--- src/design/fpu_format_pkg.sv ---
// Float format definitions
// Single-precision word layout and pre-normalized value
package fpu_format_pkg;

   ////////////////////////////////
   // Field widths
   ////////////////////////////////

   // IEEE single-precision fields
   localparam int EXP_W  = 8;
   localparam int FRAC_W = 23;

   // Unrounded mantissa, binary point after bit 46
   localparam int MANT_W = 48;
   // Signed exponent, room for mult range and carry
   localparam int PEXP_W = 10;

   ////////////////////////////////
   // Constants
   ////////////////////////////////

   localparam int EXP_BIAS = 127;
   // All-ones exponent, Inf or NaN
   localparam int EXP_MAX  = 255;

   // Float word, sign on top
   typedef struct packed {
      logic              sign;
      logic [EXP_W-1:0]  exponent;
      logic [FRAC_W-1:0] fraction;
   } fp32_t;

   // The only NaN ever produced
   localparam fp32_t QNAN = 32'h7fc00000;

   // Adder or multiplier output ahead of rounding
   // Bit 47 is carry room, bit 46 weighs 2^0
   typedef struct packed {
      logic                     sign;
      logic signed [PEXP_W-1:0] exponent;
      logic [MANT_W-1:0]        mantissa;
   } prenorm_t;

endpackage

--- src/design/fpu_ctrl_pkg.sv ---
// FPU control definitions
package fpu_ctrl_pkg;
   import fpu_format_pkg::*;

   // Operation codes, 2'b11 unused
   typedef enum logic [1:0] {
      OP_ADD = 2'b00,
      OP_SUB = 2'b01,
      OP_MUL = 2'b10
   } fp_op_e;

   // Rounding modes
   typedef enum logic [1:0] {
      RM_RNE = 2'b00,
      RM_RTZ = 2'b01,
      RM_RUP = 2'b10,
      RM_RDN = 2'b11
   } rm_e;

   // One request, rounding mode travels with it
   typedef struct packed {
      logic   enable;
      fp_op_e op;
      rm_e    rm;
      fp32_t  a;
      fp32_t  b;
   } fpu_req_t;

   // Status flags of one result
   typedef struct packed {
      logic of;
      logic uf;
      logic zero;
      logic ix;
      logic iv;
      logic inf;
   } fpu_flags_t;

endpackage

--- src/design/fpu_add.sv ---
// FPU adder datapath
`timescale 1ns/100ps

module fpu_add
   import fpu_format_pkg::*;
(
   input  fp32_t    a,
   input  fp32_t    b,
   output prenorm_t sum
);

   // Operands ordered by magnitude
   fp32_t       larger;
   fp32_t       smaller;

   // Mantissas in prenorm layout
   logic [47:0] mant_big;
   logic [47:0] mant_sml;

   // Alignment
   logic [7:0]  exp_diff;
   logic [5:0]  shamt;
   logic [95:0] shift_ext;
   logic [47:0] mant_aligned;

   logic        eff_sub;

   ////////////////////////////////
   // Operand swap
   ////////////////////////////////

   // Exponent and fraction compare as one magnitude
   always_comb
   begin
      if ({b.exponent, b.fraction} > {a.exponent, a.fraction})
      begin
         larger  = b;
         smaller = a;
      end
      else
      begin
         larger  = a;
         smaller = b;
      end
   end

   // Hidden bit at 46, low bits as guard room
   assign mant_big = {1'b0, |larger.exponent, larger.fraction, {FRAC_W{1'b0}}};
   assign mant_sml = {1'b0, |smaller.exponent, smaller.fraction, {FRAC_W{1'b0}}};

   ////////////////////////////////
   // Alignment
   ////////////////////////////////

   assign exp_diff = larger.exponent - smaller.exponent;
   // Past 48 everything is sticky anyway
   assign shamt = (exp_diff > 8'd63) ? 6'd63 : exp_diff[5:0];

   // Lower half catches the bits shifted out
   assign shift_ext = {mant_sml, 48'b0} >> shamt;
   // Lost bits jammed into LSB
   assign mant_aligned = shift_ext[95:48] | {47'b0, |shift_ext[47:0]};

   ////////////////////////////////
   // Add or subtract
   ////////////////////////////////

   // Opposite signs mean magnitude subtraction
   assign eff_sub = a.sign ^ b.sign;

   assign sum.sign     = larger.sign;
   assign sum.exponent = {2'b00, larger.exponent};
   // No borrow, larger magnitude comes first
   assign sum.mantissa = eff_sub ? (mant_big - mant_aligned)
                                 : (mant_big + mant_aligned);

endmodule

--- src/design/fpu_core.sv ---
// FPU core top level
// Input register and datapath select
`timescale 1ns/100ps

module fpu_core
   import fpu_format_pkg::*;
   import fpu_ctrl_pkg::*;
(
   input  logic       Clk_CI,
   input  logic       Rst_RBI,
   input  fpu_req_t   req,
   input  logic       stall,
   output fp32_t      result,
   output fpu_flags_t flags
);

   // Registered request
   fpu_req_t   req_q;

   // Flushed operands
   fp32_t      op_a;
   fp32_t      op_b;

   // Datapath results
   prenorm_t   sum;
   prenorm_t   prod;
   prenorm_t   pre_norm;
   fp32_t      norm_res;
   logic       rounded;
   logic       exp_of;
   logic       exp_uf;
   fpu_flags_t exc_flags;
   fp32_t      final_res;

   ////////////////////////////////
   // Input register
   ////////////////////////////////

   // Holds under stall
   always_ff @(posedge Clk_CI, negedge Rst_RBI)
   begin
      if (~Rst_RBI)
         req_q <= '0;
      else if (~stall)
         req_q <= req;
   end

   // Subnormals become signed zero
   // Subtraction as addition with b negated
   always_comb
   begin
      op_a = req_q.a;
      op_b = req_q.b;
      if (req_q.a.exponent == 8'h00)
         op_a.fraction = '0;
      if (req_q.b.exponent == 8'h00)
         op_b.fraction = '0;
      if (req_q.op == OP_SUB)
         op_b.sign = ~op_b.sign;
   end

   ////////////////////////////////
   // Datapath
   ////////////////////////////////

   fpu_add u_fpu_add
   (
      .a   (op_a),
      .b   (op_b),
      .sum (sum)
   );

   fpu_mult u_fpu_mult
   (
      .a    (op_a),
      .b    (op_b),
      .prod (prod)
   );

   // Add path also covers sub
   assign pre_norm = (req_q.op == OP_MUL) ? prod : sum;

   fpu_norm u_fpu_norm
   (
      .value   (pre_norm),
      .rm      (req_q.rm),
      .res     (norm_res),
      .rounded (rounded),
      .exp_of  (exp_of),
      .exp_uf  (exp_uf)
   );

   // Raw registered operands, classes decoded inside
   fpu_except u_fpu_except
   (
      .req       (req_q),
      .res       (norm_res),
      .rounded   (rounded),
      .exp_of    (exp_of),
      .exp_uf    (exp_uf),
      .flags     (exc_flags),
      .final_res (final_res)
   );

   // Idle request shows all zeros
   assign result = req_q.enable ? final_res : '0;
   assign flags  = req_q.enable ? exc_flags : '0;

endmodule

--- src/design/fpu_except.sv ---
// FPU special cases and flags
`timescale 1ns/100ps

module fpu_except
   import fpu_format_pkg::*;
   import fpu_ctrl_pkg::*;
(
   input  fpu_req_t   req,
   input  fp32_t      res,
   input  logic       rounded,
   input  logic       exp_of,
   input  logic       exp_uf,
   output fpu_flags_t flags,
   output fp32_t      final_res
);

   // Operand classes, subnormals count as zero
   logic a_nan;
   logic b_nan;
   logic a_inf;
   logic b_inf;
   logic a_zero;
   logic b_zero;

   logic is_mul;
   logic sign_b;
   logic invalid;
   logic exact_zero;
   logic ovf_to_inf;

   assign a_nan  = (req.a.exponent == EXP_MAX) & (|req.a.fraction);
   assign b_nan  = (req.b.exponent == EXP_MAX) & (|req.b.fraction);
   assign a_inf  = (req.a.exponent == EXP_MAX) & ~(|req.a.fraction);
   assign b_inf  = (req.b.exponent == EXP_MAX) & ~(|req.b.fraction);
   assign a_zero = (req.a.exponent == 8'h00);
   assign b_zero = (req.b.exponent == 8'h00);

   assign is_mul = (req.op == OP_MUL);
   // Effective sign of b, flipped for subtraction
   assign sign_b = req.b.sign ^ (req.op == OP_SUB);

   // NaN in, Inf minus Inf, zero times Inf
   assign invalid = a_nan | b_nan
                  | (~is_mul & a_inf & b_inf & (req.a.sign ^ sign_b))
                  | (is_mul & ((a_inf & b_zero) | (a_zero & b_inf)));

   // In range with exponent 0 only for a zero mantissa
   assign exact_zero = ~exp_of & ~exp_uf & (res.exponent == 8'h00);

   // Overflow saturates toward zero in the other modes
   assign ovf_to_inf = (req.rm == RM_RNE)
                     | ((req.rm == RM_RUP) & ~res.sign)
                     | ((req.rm == RM_RDN) & res.sign);

   ////////////////////////////////
   // Overrides, by priority
   ////////////////////////////////

   always_comb
   begin
      final_res = res;
      flags     = '0;
      if (invalid)
      begin
         final_res = QNAN;
         flags.iv  = 1'b1;
      end
      else if (a_inf | b_inf)
      begin
         // Inf passes on, sign from the infinite operand
         final_res.sign     = is_mul ? (req.a.sign ^ req.b.sign)
                                     : (a_inf ? req.a.sign : sign_b);
         final_res.exponent = 8'(EXP_MAX);
         final_res.fraction = '0;
         flags.inf          = 1'b1;
      end
      else if (exact_zero)
      begin
         final_res      = '0;
         final_res.sign = (req.rm == RM_RDN);
         flags.zero     = 1'b1;
      end
      else if (exp_of)
      begin
         // Inf, or largest finite of the same sign
         final_res.exponent = ovf_to_inf ? 8'(EXP_MAX) : 8'(EXP_MAX - 1);
         final_res.fraction = ovf_to_inf ? 23'h0 : 23'h7fffff;
         flags.of           = 1'b1;
         flags.ix           = 1'b1;
         flags.inf          = ovf_to_inf;
      end
      else if (exp_uf)
      begin
         // Flush to zero, sign kept
         final_res.exponent = '0;
         final_res.fraction = '0;
         flags.uf           = 1'b1;
         flags.ix           = 1'b1;
         flags.zero         = 1'b1;
      end
      else
         flags.ix = rounded;
   end

endmodule

--- src/design/fpu_mult.sv ---
// FPU multiplier datapath
`timescale 1ns/100ps

module fpu_mult
   import fpu_format_pkg::*;
(
   input  fp32_t    a,
   input  fp32_t    b,
   output prenorm_t prod
);

   // Mantissas with hidden bit
   logic [23:0] mant_a;
   logic [23:0] mant_b;

   // Zero exponent means zero, hidden bit drops
   assign mant_a = {|a.exponent, a.fraction};
   assign mant_b = {|b.exponent, b.fraction};

   // Sign of product
   assign prod.sign = a.sign ^ b.sign;

   // Biased exponent sum, may go negative
   assign prod.exponent = 10'(int'(a.exponent) + int'(b.exponent) - EXP_BIAS);

   // 1.23 times 1.23 gives 2.46, point lands after bit 46
   // Product in [1,4), bit 47 set when it reaches 2
   assign prod.mantissa = mant_a * mant_b;

endmodule

--- src/design/fpu_norm.sv ---
// FPU normalizer and rounder
`timescale 1ns/100ps

module fpu_norm
   import fpu_format_pkg::*;
   import fpu_ctrl_pkg::*;
(
   input  prenorm_t value,
   input  rm_e      rm,
   output fp32_t    res,
   output logic     rounded,
   output logic     exp_of,
   output logic     exp_uf
);

   // Normalization
   logic [5:0]        lead_zeros;
   logic [47:0]       mant_shift;
   logic signed [9:0] exp_norm;
   logic              is_zero;

   // Rounding
   logic [23:0]       mant_trunc;
   logic              guard;
   logic              sticky;
   logic              round_up;
   logic [24:0]       mant_sum;
   logic signed [9:0] exp_rnd;

   ////////////////////////////////
   // Leading zero count
   ////////////////////////////////

   // Highest set bit is the last one written
   always_comb
   begin
      lead_zeros = '0;
      for (int i = 0; i < 48; i++)
      begin
         if (value.mantissa[i])
            lead_zeros = 6'(47 - i);
      end
   end

   assign is_zero = ~|value.mantissa;

   // Leading one moved up to bit 47, nothing lost
   assign mant_shift = value.mantissa << lead_zeros;
   // Bit 47 weighs 2^1 in input scale
   assign exp_norm = value.exponent + 10'sd1 - $signed({4'b0000, lead_zeros});

   ////////////////////////////////
   // Rounding
   ////////////////////////////////

   // 24 kept bits, then guard and sticky
   assign mant_trunc = mant_shift[47:24];
   assign guard      = mant_shift[23];
   assign sticky     = |mant_shift[22:0];

   always_comb
   begin
      case (rm)
         // Ties go to even
         RM_RNE: round_up = guard & (sticky | mant_trunc[0]);
         RM_RTZ: round_up = 1'b0;
         // Directed modes bump away from zero on their side
         RM_RUP: round_up = (guard | sticky) & ~value.sign;
         RM_RDN: round_up = (guard | sticky) & value.sign;
      endcase
   end

   assign mant_sum = {1'b0, mant_trunc} + 25'(round_up);

   // Carry out leaves 1.000, low bits are zero in both cases
   assign exp_rnd = exp_norm + $signed({9'b0, mant_sum[24]});

   ////////////////////////////////
   // Result and range check
   ////////////////////////////////

   assign res.sign     = value.sign;
   // Zero mantissa gives exponent 0 and no range flags
   assign res.exponent = is_zero ? 8'h00 : exp_rnd[7:0];
   assign res.fraction = is_zero ? 23'h0 : mant_sum[22:0];

   // Any discarded bit makes the result inexact
   assign rounded = guard | sticky;

   // Tininess judged after rounding
   assign exp_of = ~is_zero & (exp_rnd >= EXP_MAX);
   assign exp_uf = ~is_zero & (exp_rnd <= 0);

endmodule

--- config.mk ---
export PLATFORM = sky130hd
export DESIGN_NAME = fpu_core
export DESIGN_NICKNAME = d
export VERILOG_FILES = /design/src/design/fpu_format_pkg.sv /design/src/design/fpu_ctrl_pkg.sv /design/src/design/fpu_add.sv /design/src/design/fpu_core.sv /design/src/design/fpu_except.sv /design/src/design/fpu_mult.sv /design/src/design/fpu_norm.sv
export SDC_FILE = /design/constraint.sdc
export NUM_CORES = 2
export LEC_CHECK = 0
export ABC_AREA = 0
export BUFFER_PORTS_ARGS = -buffer_cell sky130_fd_sc_hd__clkbuf_2
export CAP_MARGIN = 15
export CELL_PAD_IN_SITES_DETAIL_PLACEMENT = 1
export CELL_PAD_IN_SITES_GLOBAL_PLACEMENT = 1
export CORE_ASPECT_RATIO = 0.9
export CORE_UTILIZATION = 25
export CTS_BUF_LIST = sky130_fd_sc_hd__clkbuf_8
export DETAILED_ROUTE_END_ITERATION = 8
export PLACE_DENSITY_LB_ADDON = 0.2
export SYNTH_ARGS = -nofsm -noshare
export SYNTH_HDL_FRONTEND = slang
export SYNTH_SLANG_ARGS = --single-unit
--- constraint.sdc ---
create_clock -name Clk_CI -period 20 [get_ports Clk_CI]
set_input_delay 0 -clock Clk_CI [delete_from_list [all_inputs] [get_ports Clk_CI]]
set_output_delay 0 -clock Clk_CI [all_outputs]
set_load 0.01 [all_outputs]
# Word level (Yosys, flattened, before mapping)
# Cells that the tools add are included.
# W data, S select, Z words.
classes:
  n_addsub: 9
  mul: 1
  magnitude_cmp: 4
  eq_ne: 7
  shift: 2
  mux: 86
  bitwise: 40
  reduce_logical: 13
ops:
  columns: ["op", "n"]
  rows:
  - ["$mux W6", 50]
  - ["$mux W32", 4]
  - ["$mux W31", 4]
  - ["$reduce_or A48 Y1", 2]
  - ["$shr A95 B6 Y96", 1]
  - ["$mux W23", 4]
  - ["$reduce_or A23 Y1", 3]
  - ["$mux W59", 1]
  - ["$add A47 B48 Y48", 1]
  - ["$mul A24 B24 Y48", 1]
  - ["$mux W48", 1]
  - ["$or A48 B1 Y48", 1]
  - ["$shl A48 B6 Y48", 1]
  - ["$sub A47 B48 Y48", 1]
  - ["$reduce_or A8 Y1", 4]
  - ["$gt A31 B31 Y1", 1]
  - ["$add A24 B1 Y25", 1]
  - ["$logic_not A8 Y1", 3]
  - ["$and A1 B1 Y1", 19]
  - ["$eq A8 B8 Y1 const B", 2]
  - ["$mux W1", 15]
  - ["$add A10 B2 Y10", 1]
  - ["$add A10 B2 Y10 const B", 1]
  - ["$ge A10 B9 Y1 const B", 1]
  - ["16 further kinds", 39]
totals:
  reg_bits: 69
  input_bits: 72
  output_inout_bits: 38
  elab_cells: 171

# Depth between registers and ports, before layout
logic_depth:
  word_depth: 77
  depth_mapped: 97
  depth_no_buf: 85

# Hierarchy
# Synthesis repeated with hierarchy kept, for this count alone.
hier_totals:
  cells_unflattened: 5041
  area_unflattened_um2: 39028.7
modules_own_cells:
  columns: ["mod", "n_inst", "cells_each", "area_each_um2", "seq_area_each_um2"]
  rows:
  - ["fpu_mult", 1, 2236, 19332.3, 0.0]
  - ["fpu_add", 1, 1411, 8657.1, 0.0]
  - ["fpu_norm", 1, 924, 6100.9, 0.0]
  - ["fpu_core", 1, 315, 4026.4, 1726.7]
  - ["fpu_except", 1, 155, 912.1, 0.0]

# Worst setup path before layout
# OpenSTA, ideal clock, no wires.
synth_path:
  path_type: "register -> output"
  from: "reg req_q (netlist bit op_b[24])"
  to: "out result[10] (netlist name)"
  t_arrival_ns: 17.358
  required_time_ns: 20.000
  slack_ns: 2.642
  stages_incl_launch_ff: 97
  path_buffers: 15
  cell_sequence: "dfrtp_1 or4_1 or2_1 clkbuf_1 clkbuf_1 nand2_1 inv_1 ha_1 or4_1 a31oi_1 o31a_1 o311ai_2 o21ai_4 buf_2 buf_4 buf_4 clkbuf_1 clkbuf_1 [... 61 more ...] fa_1 a21oi_1 nor2_1 nor2_1 o21bai_1 a21oi_1 o21bai_1 a21oi_1 xor2_1 o21ai_0 o21bai_1 nor2_1 nor4_1 nand2_1 inv_1 nand2_1 clkbuf_1 o21ai_0"
synth_rtl:
  columns: ["element", "line", "rtl"]
  rows:
  - ["start, declared", "fpu_core.sv:18", "fpu_req_t req_q;"]
  - ["start signal, assigned", "fpu_core.sv:45", "req_q <= req;"]
  - ["end, declared", "fpu_core.sv:13", "output fp32_t result,"]

==> metrics.txt <==
RR Startpoint=req_q[0]; Final #Nets=6190; CP Capture Type=output port; First-pass DRT Iterations=5; chip width=426.8 um; crit share post-route=0.9631; first-pass GRT wire length=305.6 mm; fmax=51.91 MHz; final setup violating endpoints=0; Max Slew Vio Count=0; Worst Setup EP=result[22]; total CTS buffers=9; Avg Cell Area, Syn=7.758 um2; CP max FO=38; reg2reg path depth=1; RR Endpoint=req_q[0]; Synth Instances=5234; routed len/inst=28.10 um; Tot GR Track Use=0.2528; Die Height=384.3 um; # DRC=0; Syn Nets=6095; startpoint types=flip-flop; Relative slew margins=0.2007; CTS clock-pin slew for the worst setup and hold paths=140 ps; most used cell along the critical path=fa_1; number of synthesized flops with an enable pin=0; Post-Route WL=209.6 mm; share of flip-flops with an asynchronous set or reset=1.000; # H-tree levels=3; Ports=110; Clock Skew=0 ps; clock sink total=69; Fillers=19438; routed via count=41320; DIE AREA=164000 um2; initial antenna violation count=14; Final Hold Fails=0; Crit Path Class=reg2out; dpl ws=710.7 ps; HP Class=in2reg; slowest CP cell=a2111oi_1; vias in the first global route=42642; number of port buffers=109; smallest setup slack after layout=737.4 ps; Slew @ Worst Pin=1166 ps; GRT Residual Overflow=0; outcome=finished clean; Post-Syn Area=40610 um2; Seq. cell area=1727 um2; starting density of the core=0.2532; worst skew pair latency=500 ps; footprint of the multi-input gates=35100 um2; Critical Path RT=20000 ps; min Tclk post-route=19260 ps; DR iter-0 viols=3805; Vias/cell=5.541; largest net degree at the start of global routing=72; Main synth FF type=dfrtp_1; Longest Clk Path Bufs=2; core box area=160400 um2; Ys Warns=0; post-detailed-route count of antenna-violating nets=0; Synth-to-Final Area Change=11.83%; Seq/Total Area, Yosys=0.04252; TritonCTS clock tree=done; Distinct cells, synth=123; gpl congestion=0.9643; layout cells sized above 1=0.1155; reg2reg setup slack=18570 ps; number of core rows=139; dpl hpwl=170.9 mm; Worst EP arrival=19260 ps; largest incremental delay on the critical path=870 ps; crit path from=op_a[24]; max_cap viols=0; FF+latch count, synth=69; Root Driver=clkbuf_8
synthesized netlist by cell type (all sizes together), types with 56 or more instances:
cell | instances | area (um2)
a21o | 62 | 465.5
a21oi | 250 | 1259
and2 | 524 | 3278
and3 | 90 | 563.0
buf | 104 | 609.3
clkbuf | 230 | 863.3
dfrtp | 69 | 1727
fa | 486 | 9729
ha | 303 | 3791
inv | 696 | 2615
mux2 | 103 | 1171
mux2i | 114 | 1154
nand2 | 366 | 1376
nand3 | 116 | 595.6
nand4 | 56 | 369.1
nor2 | 328 | 1246
nor3 | 113 | 621.9
nor4 | 63 | 478.0
o211ai | 62 | 489.2
o21ai | 247 | 1247
xnor2 | 67 | 624.3
area by class of cell:
type / count / share of cell area
timing repair buffer: 416 / 0.06806
inverter: 698 / 0.05775
sequential: 69 / 0.03802
multi-input combinational: 4135 / 0.7730
clock inverter: 7 / 0.001681
antenna: 8 / 0.0004408
clock buffer: 9 / 0.002728
tap: 2115 / 0.05827
layout by cell type, fill, tap and decap left out, drive strengths merged, types with 19 or more instances in the layout:
cell type    instances
or3                 43
a221oi              22
and3                90
nor2b               28
a22oi               34
a21oi              250
nor3               114
a211oi              54
fa                 486
dlygate4sd3         71
clkbuf             116
nand4               56
o21bai              23
xnor2               67
a211o               20
buf                238
nor2               328
o22ai               46
and2               524
nand2b              48
mux2i              114
xor2                28
ha                 303
o211ai              62
nand3              116
a31oi               52
nor4                63
o21a                20
o31ai               22
a21o                62
dfrtp               69
or2                 19
o21ai              247
nand2              366
mux2               103
inv                701
registers in the layout (all words and copies together) (netlist names):
name and cells:
req_q 52, op_a 9, op_b 8
worst min path at each step:
stage	start	to	slack (ps)	cells past startpoint
after floorplan	Rst_RBI	op_a[23]	-300	0
after global placement	Rst_RBI	op_a[30]	-90	1
after detailed placement	Rst_RBI	op_a[30]	-90	1
after CTS	stall	req_q[32]	20	2
after global routing	stall	req_q[13]	60	2
final	stall	req_q[6]	60	2
metrics by stage:
stage / utilization / cells / cell area, um2 / hold slack (ps) / TNS (ps)
floorplan: - / 5234 / 40610 / -295.6 / 0
global route: 0.2831 / 7449 / 45390 / 63.64 / -148.7
global placement: 0.2749 / 7342 / 44080 / -85.24 / 0
finish: 0.2832 / 7457 / 45410 / 64.79 / 0
detailed placement: 0.2749 / 7342 / 44080 / -85.93 / 0
CTS: 0.2806 / 7429 / 44990 / 21.81 / 0
critical path: cells and delay by family, from the launching register on:
kind	cells	cell delay, ps
muxes	1	380
adders and majority gates	13	5040
and+or+nand+nor	20	4590
AOI/OAI and AO/OA	18	5780
buffers and inverters	8	2230
DFF	1	570
per-layer routing:
| layer | part of all wire | track usage |
|---|---|---|
| met4 | 0.023 | 0.05357 |
| met2 | 0.45 | 0.3989 |
| met5 | 0.000062 | 0 |
| met3 | 0.061 | 0.03167 |
| met1 | 0.47 | 0.3649 |
cell families after synthesis:
| logic type | share of synthesized area |
|---|---|
| buffers and inverters | 0.1009 |
| flip-flops | 0.04252 |
| AND/OR/NAND/NOR | 0.2437 |
| AO/OA/AOI/OAI | 0.2000 |
| multiplexers | 0.05836 |
| XOR/XNOR | 0.02157 |
| adder cells (fa/ha/maj) | 0.3330 |
timing repair:
item / CTS / global route
endpoints found under the setup margin: 0 / 36
resized for setup: 0 / 45
hold buffers: 71 / 0
setup buffers: 0 / 18
endpoints found under the hold margin: 118 / 0
Power is left out: the tool's default activity adds up to more than one toggle a clock period on the data nets, which glitch-free logic cannot reach.
